**src/rtl/csr_pkg.sv**
```systemverilog
// ==============================
// CSR block shared definitions
// Address map, widths, feature constants, enums
// ==============================
package csr_pkg;

    // Block geometry, one word is 64 bits
    localparam int CSR_WORDS = 8;
    typedef logic [$clog2(CSR_WORDS)-1:0] csr_idx_t;
    typedef logic [15:0] mmio_addr_t;

    // Transaction tag and data
    localparam int TID_W = 9;
    typedef logic [TID_W-1:0] tid_t;
    typedef logic [63:0] csr_data_t;

    // Word indices inside the block
    localparam csr_idx_t IDX_DFH = csr_idx_t'(0);
    localparam csr_idx_t IDX_UID_L = csr_idx_t'(1);
    localparam csr_idx_t IDX_UID_H = csr_idx_t'(2);
    // Control words, host writes only
    localparam csr_idx_t IDX_MODE = csr_idx_t'(3);
    localparam csr_idx_t IDX_PT_BASE = csr_idx_t'(4);
    // Statistics words
    localparam csr_idx_t IDX_STAT_HITS = csr_idx_t'(5);
    localparam csr_idx_t IDX_STAT_MISSES = csr_idx_t'(6);
    localparam csr_idx_t IDX_STAT_WALK = csr_idx_t'(7);

    // Statistics buckets
    localparam int NUM_STATS = 3;
    typedef logic [15:0] stat_cnt_t;
    typedef csr_idx_t [NUM_STATS-1:0] stat_idx_vec_t;
    typedef stat_cnt_t [NUM_STATS-1:0] stat_cnt_vec_t;

    // Feature identity
    localparam logic [127:0] FEATURE_UID = 128'h3f6e91d2_0b47_4c8a_9e15_d27a60c4b8f3;
    localparam logic [3:0] FTYPE_BBB = 4'd2;
    localparam int DFH_NEXT_BYTES = CSR_WORDS * 8;

    // Device feature header, single entry so end-of-list is always set
    function automatic csr_data_t dfh_build(input int instance_id);
        csr_data_t dfh;
        dfh = '0;
        dfh[11:0] = 12'(instance_id);
        dfh[39:16] = 24'(DFH_NEXT_BYTES);
        dfh[40] = 1'b1;
        dfh[63:60] = FTYPE_BBB;
        return dfh;
    endfunction

    typedef enum logic {MMIO_READ = 1'b0, MMIO_WRITE = 1'b1} mmio_op_e;
    typedef enum logic [1:0] {ST_IDLE, ST_ISSUE, ST_WAIT_RD, ST_WRITEBACK} stat_state_e;

endpackage

```
**src/rtl/csr_if.sv**
```systemverilog
// ==============================
// CSR block internal interfaces
// Read queue, stats hand-over, memory ports
// ==============================
`timescale 1ns/1ps

// Head of the read request queue
interface mmio_req_if;
    import csr_pkg::*;

    logic valid;
    csr_idx_t idx;
    tid_t tid;
    // One-cycle pop of the head
    logic deq;

    modport queue (output valid, idx, tid, input deq);
    modport consumer (input valid, idx, tid, output deq);
endinterface

// Four-phase bucket hand-over
interface stat_upd_if;
    import csr_pkg::*;

    logic req;
    logic ack;
    stat_idx_vec_t idx_vec;
    stat_cnt_vec_t cnt_vec;

    modport producer (output req, idx_vec, cnt_vec, input ack);
    modport folder (input req, idx_vec, cnt_vec, output ack);
endinterface

// One client port of the backing memory
interface csr_mem_if;
    import csr_pkg::*;

    logic rd_en;
    csr_idx_t rd_idx;
    // Shared memory idle flag
    logic rd_rdy;
    csr_data_t rd_val;
    logic rd_valid;
    logic wr_en;
    csr_idx_t wr_idx;
    csr_data_t wr_val;

    modport client (output rd_en, rd_idx, wr_en, wr_idx, wr_val,
                    input rd_rdy, rd_val, rd_valid);
    modport mem (input rd_en, rd_idx, wr_en, wr_idx, wr_val,
                 output rd_rdy, rd_val, rd_valid);
endinterface

```
**src/rtl/csr_mmio_decode.sv**
```systemverilog
// ==============================
// MMIO request decode
// Control writes and queued in-range reads
// ==============================
`timescale 1ns/1ps

module csr_mmio_decode #(
    parameter int CSR_BASE = 16,
    parameter int REQ_DEPTH = 64
) (
    input  logic clk,
    input  logic reset,
    input  logic mmio_valid,
    input  csr_pkg::mmio_op_e mmio_op,
    input  csr_pkg::mmio_addr_t mmio_addr,
    input  csr_pkg::tid_t mmio_tid,
    input  csr_pkg::csr_data_t mmio_wdata,
    output logic mode_enable,
    output logic inval_pulse,
    output csr_pkg::csr_data_t pt_base,
    output logic pt_base_valid,
    mmio_req_if.queue q
);
    import csr_pkg::*;

    localparam int PTR_W = $clog2(REQ_DEPTH);

    // Registered host request
    logic valid_q;
    mmio_op_e op_q;
    mmio_addr_t addr_q;
    tid_t tid_q;
    csr_data_t wdata_q;

    always_ff @(posedge clk)
    begin
        if (reset)
            valid_q <= 1'b0;
        else
            valid_q <= mmio_valid;
        op_q <= mmio_op;
        addr_q <= mmio_addr;
        tid_q <= mmio_tid;
        wdata_q <= mmio_wdata;
    end

    // Range check and word index
    mmio_addr_t offset;
    logic in_range;
    csr_idx_t idx;
    logic wr_hit;
    logic rd_hit;

    assign offset = addr_q - mmio_addr_t'(CSR_BASE);
    assign in_range = (addr_q >= mmio_addr_t'(CSR_BASE)) &&
                      (addr_q < mmio_addr_t'(CSR_BASE + CSR_WORDS));
    assign idx = offset[$bits(csr_idx_t)-1:0];
    assign wr_hit = valid_q && (op_q == MMIO_WRITE) && in_range;
    assign rd_hit = valid_q && (op_q == MMIO_READ) && in_range;

    // ==============================
    // Control writes
    // ==============================
    always_ff @(posedge clk)
    begin
        if (reset)
        begin
            mode_enable <= 1'b0;
            inval_pulse <= 1'b0;
            pt_base_valid <= 1'b0;
        end
        else
        begin
            // Invalidate lasts one cycle
            inval_pulse <= 1'b0;
            if (wr_hit && (idx == IDX_MODE))
            begin
                mode_enable <= wdata_q[0];
                inval_pulse <= wdata_q[1];
            end
            if (wr_hit && (idx == IDX_PT_BASE))
                pt_base_valid <= 1'b1;
        end
    end

    always_ff @(posedge clk)
    begin
        if (wr_hit && (idx == IDX_PT_BASE))
            pt_base <= wdata_q;
    end

    // ==============================
    // Read request FIFO
    // ==============================
    csr_idx_t fifo_idx [REQ_DEPTH];
    tid_t fifo_tid [REQ_DEPTH];
    logic [PTR_W-1:0] wr_ptr;
    logic [PTR_W-1:0] rd_ptr;
    logic [PTR_W:0] count;
    logic full;
    logic push;

    assign full = (count == (PTR_W+1)'(REQ_DEPTH));
    assign push = rd_hit && !full;

    always_ff @(posedge clk)
    begin
        if (reset)
        begin
            wr_ptr <= '0;
            rd_ptr <= '0;
            count <= '0;
        end
        else
        begin
            if (push)
                wr_ptr <= (wr_ptr == PTR_W'(REQ_DEPTH - 1)) ? '0 : wr_ptr + 1'b1;
            if (q.deq)
                rd_ptr <= (rd_ptr == PTR_W'(REQ_DEPTH - 1)) ? '0 : rd_ptr + 1'b1;
            // Push and pop together leave the count alone
            if (push && !q.deq)
                count <= count + 1'b1;
            else if (!push && q.deq)
                count <= count - 1'b1;
        end
    end

    always_ff @(posedge clk)
    begin
        if (push)
        begin
            fifo_idx[wr_ptr] <= idx;
            fifo_tid[wr_ptr] <= tid_q;
        end
    end

    assign q.valid = (count != '0);
    assign q.idx = fifo_idx[rd_ptr];
    assign q.tid = fifo_tid[rd_ptr];

    // In-range read dropped because the responder fell behind
    a_no_push_full: assert property (@(posedge clk) disable iff (reset)
        !(rd_hit && full));

endmodule

```
**src/rtl/csr_mmio_responder.sv**
```systemverilog
// ==============================
// MMIO read responder
// One read at a time, response held for host
// ==============================
`timescale 1ns/1ps

module csr_mmio_responder (
    input  logic clk,
    input  logic reset,
    mmio_req_if.consumer q,
    csr_mem_if.client mem,
    output logic rsp_valid,
    output csr_pkg::tid_t rsp_tid,
    output csr_pkg::csr_data_t rsp_data,
    input  logic rsp_ready
);
    import csr_pkg::*;

    // Memory read outstanding
    logic busy;
    logic start;

    // Pop only when nothing is pending anywhere in this stage
    assign start = q.valid && !busy && !rsp_valid && mem.rd_rdy;

    assign q.deq = start;
    assign mem.rd_en = start;
    assign mem.rd_idx = q.idx;
    // Read-only port
    assign mem.wr_en = 1'b0;
    assign mem.wr_idx = '0;
    assign mem.wr_val = '0;

    always_ff @(posedge clk)
    begin
        if (reset)
        begin
            busy <= 1'b0;
            rsp_valid <= 1'b0;
        end
        else
        begin
            if (start)
                busy <= 1'b1;
            else if (busy && mem.rd_valid)
                busy <= 1'b0;

            if (busy && mem.rd_valid)
                rsp_valid <= 1'b1;
            else if (rsp_valid && rsp_ready)
                rsp_valid <= 1'b0;
        end
    end

    // Tag and data stay put until the host takes them
    always_ff @(posedge clk)
    begin
        if (start)
            rsp_tid <= q.tid;
        if (busy && mem.rd_valid)
            rsp_data <= mem.rd_val;
    end

endmodule

```
**src/rtl/csr_event_counters.sv**
```systemverilog
// ==============================
// Event counters
// 16-bit buckets, periodic hand-over
// ==============================
`timescale 1ns/1ps

module csr_event_counters #(
    parameter int STAT_PERIOD = 1024
) (
    input  logic clk,
    input  logic reset,
    input  logic ev_hit_c0,
    input  logic ev_hit_c1,
    input  logic ev_miss,
    input  logic ev_walk_busy,
    stat_upd_if.producer upd
);
    import csr_pkg::*;

    localparam int TMR_W = $clog2(STAT_PERIOD);

    logic [TMR_W-1:0] timer;
    logic period_done;
    logic handover;

    // Live buckets and their registered increments
    stat_cnt_vec_t buckets;
    logic [NUM_STATS-1:0][1:0] incr;

    assign period_done = (timer == TMR_W'(STAT_PERIOD - 1));
    // Wait out a previous exchange before starting a new one
    assign handover = period_done && !upd.req && !upd.ack;

    // Fixed word for each bucket
    assign upd.idx_vec[0] = IDX_STAT_HITS;
    assign upd.idx_vec[1] = IDX_STAT_MISSES;
    assign upd.idx_vec[2] = IDX_STAT_WALK;

    // ==============================
    // Period timer and req
    // ==============================
    always_ff @(posedge clk)
    begin
        if (reset)
        begin
            timer <= '0;
            upd.req <= 1'b0;
        end
        else
        begin
            if (handover)
                timer <= '0;
            else if (!period_done)
                timer <= timer + 1'b1;

            if (handover)
                upd.req <= 1'b1;
            else if (upd.ack)
                upd.req <= 1'b0;
        end
    end

    // ==============================
    // Buckets
    // ==============================
    always_ff @(posedge clk)
    begin
        if (reset)
        begin
            incr <= '0;
            buckets <= '0;
        end
        else
        begin
            // Both hit channels summed
            incr[0] <= 2'(ev_hit_c0) + 2'(ev_hit_c1);
            incr[1] <= 2'(ev_miss);
            incr[2] <= 2'(ev_walk_busy);
            // Restart from this cycle's increment so no event is lost
            for (int s = 0; s < NUM_STATS; s++)
                buckets[s] <= (handover ? stat_cnt_t'(0) : buckets[s]) + stat_cnt_t'(incr[s]);
        end
    end

    // Snapshot held for the folder while req is high
    always_ff @(posedge clk)
    begin
        if (handover)
            upd.cnt_vec <= buckets;
    end

endmodule

```
**src/rtl/csr_stat_folder.sv**
```systemverilog
// ==============================
// Statistics folder
// Read-add-write of each bucket into memory
// ==============================
`timescale 1ns/1ps

module csr_stat_folder (
    input  logic clk,
    input  logic reset,
    stat_upd_if.folder upd,
    csr_mem_if.client mem
);
    import csr_pkg::*;

    localparam int ENT_W = $clog2(NUM_STATS);

    stat_state_e state;
    logic [ENT_W-1:0] ent;
    logic last;

    // Latched hand-over vectors
    stat_idx_vec_t idx_q;
    stat_cnt_vec_t cnt_q;
    csr_data_t sum_q;

    assign last = (ent == ENT_W'(NUM_STATS - 1));

    // Memory only accepts requests while idle
    assign mem.rd_en = (state == ST_ISSUE) && mem.rd_rdy;
    assign mem.rd_idx = idx_q[ent];
    assign mem.wr_en = (state == ST_WRITEBACK) && mem.rd_rdy;
    assign mem.wr_idx = idx_q[ent];
    assign mem.wr_val = sum_q;

    always_ff @(posedge clk)
    begin
        if (reset)
        begin
            state <= ST_IDLE;
            ent <= '0;
            upd.ack <= 1'b0;
        end
        else
        begin
            case (state)
                ST_IDLE:
                begin
                    // Finish the last exchange before taking a new one
                    if (upd.ack)
                    begin
                        if (!upd.req)
                            upd.ack <= 1'b0;
                    end
                    else if (upd.req)
                    begin
                        ent <= '0;
                        state <= ST_ISSUE;
                    end
                end
                ST_ISSUE:
                    if (mem.rd_en)
                        state <= ST_WAIT_RD;
                ST_WAIT_RD:
                begin
                    if (mem.rd_valid)
                        state <= ST_WRITEBACK;
                    // Memory went idle without our data, responder won
                    else if (mem.rd_rdy)
                        state <= ST_ISSUE;
                end
                ST_WRITEBACK:
                    if (mem.wr_en)
                    begin
                        if (last)
                        begin
                            upd.ack <= 1'b1;
                            state <= ST_IDLE;
                        end
                        else
                        begin
                            ent <= ent + 1'b1;
                            state <= ST_ISSUE;
                        end
                    end
                default:
                    state <= ST_IDLE;
            endcase
        end
    end

    always_ff @(posedge clk)
    begin
        if ((state == ST_IDLE) && !upd.ack && upd.req)
        begin
            idx_q <= upd.idx_vec;
            cnt_q <= upd.cnt_vec;
        end
        if ((state == ST_WAIT_RD) && mem.rd_valid)
            sum_q <= mem.rd_val + csr_data_t'(cnt_q[ent]);
    end

endmodule

```
**src/rtl/csr_backing_mem.sv**
```systemverilog
// ==============================
// CSR backing memory
// Two read clients, two-cycle read
// ==============================
`timescale 1ns/1ps

module csr_backing_mem #(
    parameter int INSTANCE_ID = 1
) (
    input  logic clk,
    input  logic reset,
    csr_mem_if.mem mmio_port,
    csr_mem_if.mem stat_port
);
    import csr_pkg::*;

    csr_data_t mem [CSR_WORDS];

    // Read address held while the data settles
    logic [1:0] rd_active;
    logic rd_rdy;
    logic rd_owner_stat;
    csr_idx_t rd_addr;
    csr_data_t rd_data;
    logic mmio_grant;
    logic stat_grant;

    assign rd_rdy = ~(|rd_active);
    // Responder first, folder retries
    assign mmio_grant = mmio_port.rd_en;
    assign stat_grant = stat_port.rd_en && !mmio_port.rd_en;
    assign rd_data = mem[rd_addr];

    assign mmio_port.rd_rdy = rd_rdy;
    assign stat_port.rd_rdy = rd_rdy;
    assign mmio_port.rd_val = rd_data;
    assign stat_port.rd_val = rd_data;
    assign mmio_port.rd_valid = rd_active[1] && !rd_owner_stat;
    assign stat_port.rd_valid = rd_active[1] && rd_owner_stat;

    always_ff @(posedge clk)
    begin
        if (reset)
            rd_active <= 2'b00;
        else
            rd_active <= {rd_active[0], mmio_grant || stat_grant};
        if (mmio_grant || stat_grant)
        begin
            rd_addr <= mmio_grant ? mmio_port.rd_idx : stat_port.rd_idx;
            rd_owner_stat <= stat_grant;
        end
    end

    // Reset loads the feature header and UID, everything else is zero
    always_ff @(posedge clk)
    begin
        if (reset)
        begin
            for (int w = 0; w < CSR_WORDS; w++)
                mem[w] <= '0;
            mem[IDX_DFH] <= dfh_build(INSTANCE_ID);
            mem[IDX_UID_L] <= FEATURE_UID[63:0];
            mem[IDX_UID_H] <= FEATURE_UID[127:64];
        end
        else if (mmio_port.wr_en)
            mem[mmio_port.wr_idx] <= mmio_port.wr_val;
        else if (stat_port.wr_en)
            mem[stat_port.wr_idx] <= stat_port.wr_val;
    end

    a_no_wr_during_rd: assert property (@(posedge clk) disable iff (reset)
        (mmio_port.wr_en || stat_port.wr_en) |-> rd_rdy);
    a_no_rd_when_busy: assert property (@(posedge clk) disable iff (reset)
        (mmio_port.rd_en || stat_port.rd_en) |-> rd_rdy);

endmodule

```
**src/rtl/csr_top.sv**
```systemverilog
// ==============================
// CSR block top level
// ==============================
`timescale 1ns/1ps

module csr_top #(
    parameter int CSR_BASE = 16,
    parameter int INSTANCE_ID = 1,
    parameter int STAT_PERIOD = 1024,
    parameter int REQ_DEPTH = 64
) (
    input  logic clk,
    input  logic reset,
    // Host request
    input  logic mmio_valid,
    input  csr_pkg::mmio_op_e mmio_op,
    input  csr_pkg::mmio_addr_t mmio_addr,
    input  csr_pkg::tid_t mmio_tid,
    input  csr_pkg::csr_data_t mmio_wdata,
    // Read response
    output logic rsp_valid,
    output csr_pkg::tid_t rsp_tid,
    output csr_pkg::csr_data_t rsp_data,
    input  logic rsp_ready,
    // Events
    input  logic ev_hit_c0,
    input  logic ev_hit_c1,
    input  logic ev_miss,
    input  logic ev_walk_busy,
    // Control
    output logic mode_enable,
    output logic inval_pulse,
    output csr_pkg::csr_data_t pt_base,
    output logic pt_base_valid
);

    mmio_req_if rq ();
    stat_upd_if upd ();
    csr_mem_if mem_rsp ();
    csr_mem_if mem_stat ();

    // Decode and queue
    csr_mmio_decode #(.CSR_BASE(CSR_BASE), .REQ_DEPTH(REQ_DEPTH)) u_decode (
        .clk, .reset, .mmio_valid, .mmio_op, .mmio_addr, .mmio_tid, .mmio_wdata,
        .mode_enable, .inval_pulse, .pt_base, .pt_base_valid, .q(rq.queue));

    // Respond
    csr_mmio_responder u_responder (
        .clk, .reset, .q(rq.consumer), .mem(mem_rsp.client),
        .rsp_valid, .rsp_tid, .rsp_data, .rsp_ready);

    // Statistics side branch
    csr_event_counters #(.STAT_PERIOD(STAT_PERIOD)) u_counters (
        .clk, .reset, .ev_hit_c0, .ev_hit_c1, .ev_miss, .ev_walk_busy,
        .upd(upd.producer));

    csr_stat_folder u_folder (.clk, .reset, .upd(upd.folder), .mem(mem_stat.client));

    csr_backing_mem #(.INSTANCE_ID(INSTANCE_ID)) u_mem (
        .clk, .reset, .mmio_port(mem_rsp.mem), .stat_port(mem_stat.mem));

endmodule

```
**config.mk**
```make
export PLATFORM = sky130hd
export DESIGN_NAME = csr_top
export DESIGN_NICKNAME = d
export VERILOG_FILES = /design/src/rtl/csr_pkg.sv /design/src/rtl/csr_if.sv /design/src/rtl/csr_mmio_decode.sv /design/src/rtl/csr_mmio_responder.sv /design/src/rtl/csr_event_counters.sv /design/src/rtl/csr_stat_folder.sv /design/src/rtl/csr_backing_mem.sv /design/src/rtl/csr_top.sv
export SDC_FILE = /design/constraint.sdc
export NUM_CORES = 2
export LEC_CHECK = 0
export CAP_MARGIN = 10
export CORE_MARGIN = 3
export CORE_UTILIZATION = 33
export CTS_BUF_LIST = sky130_fd_sc_hd__clkbuf_8
export DETAILED_ROUTE_END_ITERATION = 7
export DONT_BUFFER_PORTS = 1
export PLACE_DENSITY = 0.54
export SLEW_MARGIN = 10
export SYNTH_ARGS = -nofsm -noshare
export SYNTH_HDL_FRONTEND = slang
export SYNTH_SLANG_ARGS = --single-unit
```
**constraint.sdc**
```tcl
create_clock -name clk -period 13.3 [get_ports clk]
set_clock_uncertainty 0.05 [all_clocks]
set_input_delay 2.66 -clock clk [delete_from_list [all_inputs] [get_ports clk]]
set_output_delay 2.66 -clock clk [all_outputs]
set_load 0.01 [all_outputs]
```
### Word-level counts from Yosys, hierarchy flattened

Memories as Yosys holds them, arrays and structs flattened. A register that Yosys moved wholly into a read port is not among the register bits.
Index checks and enable logic that the tools add are counted.

| storage, ports and cells | value |
|---|---|
| bits in registers | 479 |
| latch bits | 0 |
| RAM bits | 1280 |
| ROM bits | 0 |
| output and inout bits | 141 |
| memories kept | 3 |

Memories:

| name | depth | width | read ports | clocked after Yosys merged registers in | write ports | line | text |
|---|---|---|---|---|---|---|---|
| u_decode.fifo_tid | 64 | 9 | 1 | 1 | 1 | csr_mmio_decode.sv:96 | `tid_t fifo_tid [REQ_DEPTH];` |
| u_mem.mem | 8 | 64 | 1 | 1 | 8 | csr_backing_mem.sv:17 | `csr_data_t mem [CSR_WORDS];` |
| u_decode.fifo_idx | 64 | 3 | 1 | 1 | 1 | csr_mmio_decode.sv:95 | `csr_idx_t fifo_idx [REQ_DEPTH];` |

| operators by class | value |
|---|---|
| $add $sub $neg | 12 |
| multiply operators | 0 |
| divide/modulo/power cells | 0 |
| order comparisons | 3 |
| equal/unequal tests | 17 |
| shifts and indexed selects | 0 |
| mux-type cells | 52 |
| bitwise operators | 6 |
| reductions and logical operators | 48 |

Operators by type and width:

| cell | count |
|---|---|
| 2-to-1 mux 64 bit | 4 |
| adder 64 x 16 -> 64 bit | 1 |
| 2-to-1 mux 16 bit | 4 |
| OR reduction 64 bit | 1 |
| adder 16 x 2 -> 16 bit | 3 |
| binary-select mux 16 bit (select 2 bit) | 1 |
| logical AND 1 bit | 25 |
| 2-to-1 mux 6 bit | 4 |
| 2-to-1 mux 2 bit | 10 |
| 2-to-1 mux 1 bit | 19 |
| greater-or-equal comparator 16 x 5 -> 1 bit (second input constant) | 1 |
| < comparator 16 x 5 -> 1 bit (second input constant) | 1 |
| 2-to-1 mux 7 bit | 2 |
| adder 6 x 1 -> 6 bit (second input constant) | 2 |
| == test 6 bit (second input constant) | 2 |
| 2-to-1 mux 3 bit | 4 |
| adder 10 x 1 -> 10 bit (second input constant) | 1 |
| == test 10 bit (second input constant) | 1 |
| AND reduction 5 bit | 2 |
| nonzero test 2 bit | 5 |
| zero test 1 bit | 8 |
| inequality test 2 bit (second input constant) | 4 |
| one-hot mux 2 bit (4 select lines) | 1 |
| adder 7 x 1 -> 7 bit (second input constant) | 1 |
| 22 further kinds | 31 |

### Logic depth before layout (Yosys ltp)

| logic depth | value |
|---|---|
| depth after elaboration | 8 |
| mapped depth | 20 |

### By module

Synthesis repeated with hierarchy kept, for this count alone.

| second synthesis, totals | value |
|---|---|
| cell total of the unflattened synthesis | 4952 |
| area total of the unflattened synthesis | 75560.0 µm² |

Modules (own cells, without submodules):

| module | times used | cells an instance | area an instance (µm²) | sequential area each (µm²) |
|---|---|---|---|---|
| csr_mmio_decode | 1 | 1660 | 34845.9 | 27366.2 |
| csr_backing_mem | 1 | 2284 | 27513.9 | 15595.0 |
| csr_stat_folder | 1 | 485 | 6075.8 | 3733.6 |
| csr_event_counters | 1 | 367 | 4294.1 | 2702.6 |
| csr_mmio_responder | 1 | 156 | 2830.2 | 2232.1 |

### Worst setup path before layout

No wires, ideal clock.

| timing path | value |
|---|---|
| path type | register -> register |
| start | reg u_decode.addr_q[2] |
| end | reg u_decode.pt_base[0], enable pin |
| arrival | 7795 ps |
| path slack | 4787 ps |
| cell stages (with the launch flop) | 2 |
| path buffers | 0 |
| cells stage by stage | dfxtp_1 -> nor4b_1 |

| between the ends | value |
|---|---|
| cells in the longest elaborated chain, start to end | 4 |
| elaborated cells on any way between the ends | 7 |
| those cells by class | 1 x add/sub; 2 x order compare; 1 x eq/ne; 3 x reduce/logical |

Ends and longest elaborated chain:

| what | line | text |
|---|---|---|
| from (decl) | csr_mmio_decode.sv:31 | `mmio_addr_t addr_q;` |
| from (signal assigned) | csr_mmio_decode.sv:42 | `addr_q <= mmio_addr;` |
| greater-or-equal comparator 16 x 5 -> 1 bit or < comparator 16 x 5 -> 1 bit (tied branches) | csr_mmio_decode.sv:55, csr_mmio_decode.sv:56 |  |
| logical AND 1 bit | csr_mmio_decode.sv:55 | `assign in_range = (addr_q >= mmio_addr_t'(CSR_BASE)) &&` |
| logical AND 1 bit | csr_mmio_decode.sv:58 | `assign wr_hit = valid_q && (op_q == MMIO_WRITE) && in_range;` |
| logical AND 1 bit (*) | csr_mmio_decode.sv:88 | `if (wr_hit && (idx == IDX_PT_BASE))` |
| to (signal assigned) | csr_mmio_decode.sv:89 | `pt_base <= wdata_q;` |
| to (decl) | csr_mmio_decode.sv:20 | `output csr_pkg::csr_data_t pt_base,` |

Mark *: on every way between the ends. The rest lies on a longest branch, timed or not.
A chain may end at the register's enable or synchronous reset.

==> impl_metrics.tcl <==
set metrics [dict create \
    status "finished clean" \
    via_per_inst 4.996 \
    clockBufferDepth 4 \
    cts_resized 0 \
    area_delta_synth_final_pct 13.21 \
    syn-mean-instance-area_um2 18.33 \
    path_max_fanout 42 \
    cap_violations 0 \
    grt_pass1_vias 36220 \
    initial_utilization_pct 33.41 \
    powerDensity_mw_per_mm2 177.1 \
    routed_wl_um 171600 \
    cts_tree "yes" \
    p_total_w 0.01396 \
    setup_ws_ns 7.527 \
    postLayoutCellArea_mm2 0.07880 \
    period_share_pct 43.40 \
    synth.most_common_cell "edfxtp_1" \
    grt_max_degree 123 \
    grt_overflow 0 \
    clkTransAtPathRegs_ns 0.06 \
    yosys_warnings 0 \
    peakVddDrop_mv 0.1221 \
    hold_violations 0 \
    fin_setup_tns_ns 0 \
    coreArea_mm2 0.2083 \
    sw_frac_of_total_pct 28.55 \
    place_area_mm2 0.07329 \
    p_switching_w 0.003985 \
    rsz0062_at_grt "no" \
    critPathArrivalTime_ns 6.44 \
    cts.sinks 1775 \
    grt_pass1_wl_um 250800 \
    ctsHoldBuffers 0 \
    crit_path_end_kind "flop" \
    hold_path_class "flop to flop" \
    slew_viol_final 0 \
    cts_setup_buffers 0 \
    report.final.setup_viol 0 \
    syn_inst 3797 \
    synth_ff_type "edfxtp_1" \
    worst_pin_slew_ns 1.124 \
    combPwrFrac_pct 20.3 \
    io_buffers 0 \
    yosysSeqAreaShare_pct 73.79 \
    synth_edf_count 1581 \
    synth_area_leaders "edfxtp_1, mux4_2, dfxtp_1" \
    die_h_um 465.3 \
    drc 0 \
    drive_gt1_share_pct 22.07 \
    pre_cts_ws_ns 6.991 \
    nets 4198 \
    slew_headroom_pct 24.00 \
    p_int_w 0.009972 \
    clock_latency_ns 0.99 \
    cts_max_level 5 \
    dieArea_mm2 0.2165 \
    grt_usage_pct 15.65 \
    min_period_ns 5.773 \
    rows 167 \
    yosys.area.top_type "edfxtp_1" \
    worst_setup_path_start_kind "flop" \
    synthesis.area_mm2 0.06961 \
    io_pins 239 \
    cp.required_ns 13.97 \
    cpPeakStageDelay_ns 0.80 \
    r2r_slack_ns 7.53 \
    cts_inserted_buffers 306 \
    detail-route-antenna-nets 0 \
    synthTopCellsByCount "edfxtp_1, mux4_2, and3_1" \
    place.gp.congestion 0.7731 \
    crit_type "flop to flop" \
    synthArstFlopShare_pct 0 \
    dr.pass1.iters 5 \
    yosys.area.top_type_share_pct 68.21 \
    ys_seq_elements 1775 \
    synth_cell_types 77 \
    post_drt_wl_per_cell_um 24.29 \
    fmax_ghz 0.1732 \
    drtIter0Drc 3080 \
    cts_root_buffer "clkbuf_8" \
    slowest_stage "buf_4" \
    p_seq_share_pct 47.0 \
    num_vias 35300 \
    antenna_found_initial 15 \
    leakagePower_nw 26.81 \
    power_frac_clock_pct 32.7 \
    post-dp-hpwl_um 97540 \
    chipWidth_um 465.3 \
    crit_chain "buf_4, mux4_2, mux2i_1, inv_1, ha_1, a211oi_1, o211ai_1, a31oi_1, o221ai_1, nand3_1, nor2_1, nand2_1, xnor2_1" \
]
[cell usage in the layout, fill, tap and decap left out, types with 8 or more instances in the layout]
cell	Yosys	final
and3_1	295	294
nand2_1	146	144
dfxtp_2	0	13
clkinv_1	1	51
a21oi_1	44	44
xor2_1	51	51
mux4_2	351	351
inv_1	65	164
buf_4	5	98
xnor2_1	63	63
o21ai_0	36	35
and2_1	50	50
a211oi_1	10	10
clkinv_2	0	35
or3_1	72	72
mux4_1	14	14
dfxtp_1	194	173
bufinv_16	0	9
nor2_1	237	207
nand2b_1	18	17
dfxtp_4	0	8
a21o_1	16	12
mux2_2	34	34
a22oi_1	10	10
conb_1	1	64
nor2b_1	25	25
edfxtp_1	1581	1581
nand4_1	16	16
nand3_1	55	55
nor3_1	10	10
clkbuf_8	0	321
ha_1	43	39
nor2_2	0	26
mux2i_1	62	62
[final cells by class]
| type | instances | area, um^2 |
|---|---|---|
| repair buffers | 98 | 735.7 |
| fillers | 19230 | 129500 |
| clock inverters | 202 | 1071 |
| well taps | 2788 | 3488 |
| clock buffers | 321 | 4418 |
| diodes | 7 | 17.52 |
| multi-input cells | 1806 | 17410 |
| flip-flops and latches | 1775 | 51410 |
| inverters | 67 | 252.7 |
[per-stage QoR]
stage	hold WS, ns	utilization [%]	std cells
after detailed placement	0.3387	35.18	6534
after global placement	0.3354	35.18	6534
final	0.3437	37.83	7064
after floorplan	0.3355	-	3860
after CTS	0.3438	37.81	7057
after global routing	0.3512	37.83	7063
[kinds of logic (layout without fill, tap and decap cells)]
logic type | Yosys count | after routing | share of synthesized area [%]
muxes | 461 | 461 | 13.33
other | 1 | 71 | 0.005388
xor gates and xnor gates | 114 | 114 | 1.434
buffers and inverters | 279 | 688 | 1.785
adders and majority gates | 46 | 46 | 0.8592
AOI/OAI and AO/OA | 152 | 152 | 1.366
DFF | 1775 | 1775 | 73.79
and+or+nand+nor | 969 | 969 | 7.437
[per-layer routing]
layer  share of wire (%)  wire length, um  track usage, %  vias up
met4                 2.3             3986           4.316        8
met3                 6.3            10790           3.290      294
met2                  47            80020           24.53     1158
met1                  45            76720           22.13    18400
met5               0.028               48               0        -
li1                    -                -               -    15440
[power groups by stage]
stage	clock, W	sequential, W	combinational [W]
2_1_floorplan	0	0.00651	0.00213
3_5_place_dp	0	0.00668	0.00285
4_1_cts	0.00472	0.00657	0.00287
6_report	0.00457	0.00656	0.00283
5_1_grt	0.00496	0.00658	0.00305
3_3_place_gp	0	0.00668	0.00285
[state kept, by name (all words and copies together) (netlist names), 3 cells and up, named ones only]
register                cells
u_counters.buckets         48
u_counters.incr             4
u_counters.timer           10
u_counters.upd.cnt_vec     48
u_decode.addr_q            16
u_decode.count              7
u_decode.fifo_idx         192
u_decode.fifo_tid         576
u_decode.pt_base           64
u_decode.rd_ptr             6
u_decode.tid_q              9
u_decode.wdata_q           64
u_decode.wr_ptr             6
u_folder.cnt_q             48
u_folder.mem.wr_val        64
u_mem.mem                 512
u_mem.rd_addr               3
u_responder.rsp_data       64
u_responder.rsp_tid         9
[worst max-delay path: cells and delay by family (launching register included)]
family | cells | cell delay, ns
flip-flops | 1 | 0.73
AND/OR/NAND/NOR | 3 | 1.17
AO/OA/AOI/OAI | 4 | 1.26
buffers and inverters | 2 | 0.93
adder cells (fa/ha/maj) | 1 | 0.32
multiplexers | 2 | 0.90
XOR/XNOR | 1 | 0.14
[path summary, 6_finish.rpt]
check / startpoint / end / depth (start not counted)
max reg2reg: flop / u_folder.mem.wr_val[45] / 13
min: u_decode.wdata_q[54] / u_decode.pt_base[54] / 0
max: flop / u_folder.mem.wr_val[45] / 13
min reg2reg: u_decode.wdata_q[54] / u_decode.pt_base[54] / 0
No activity file was read; power rests on OpenSTA's default activity.
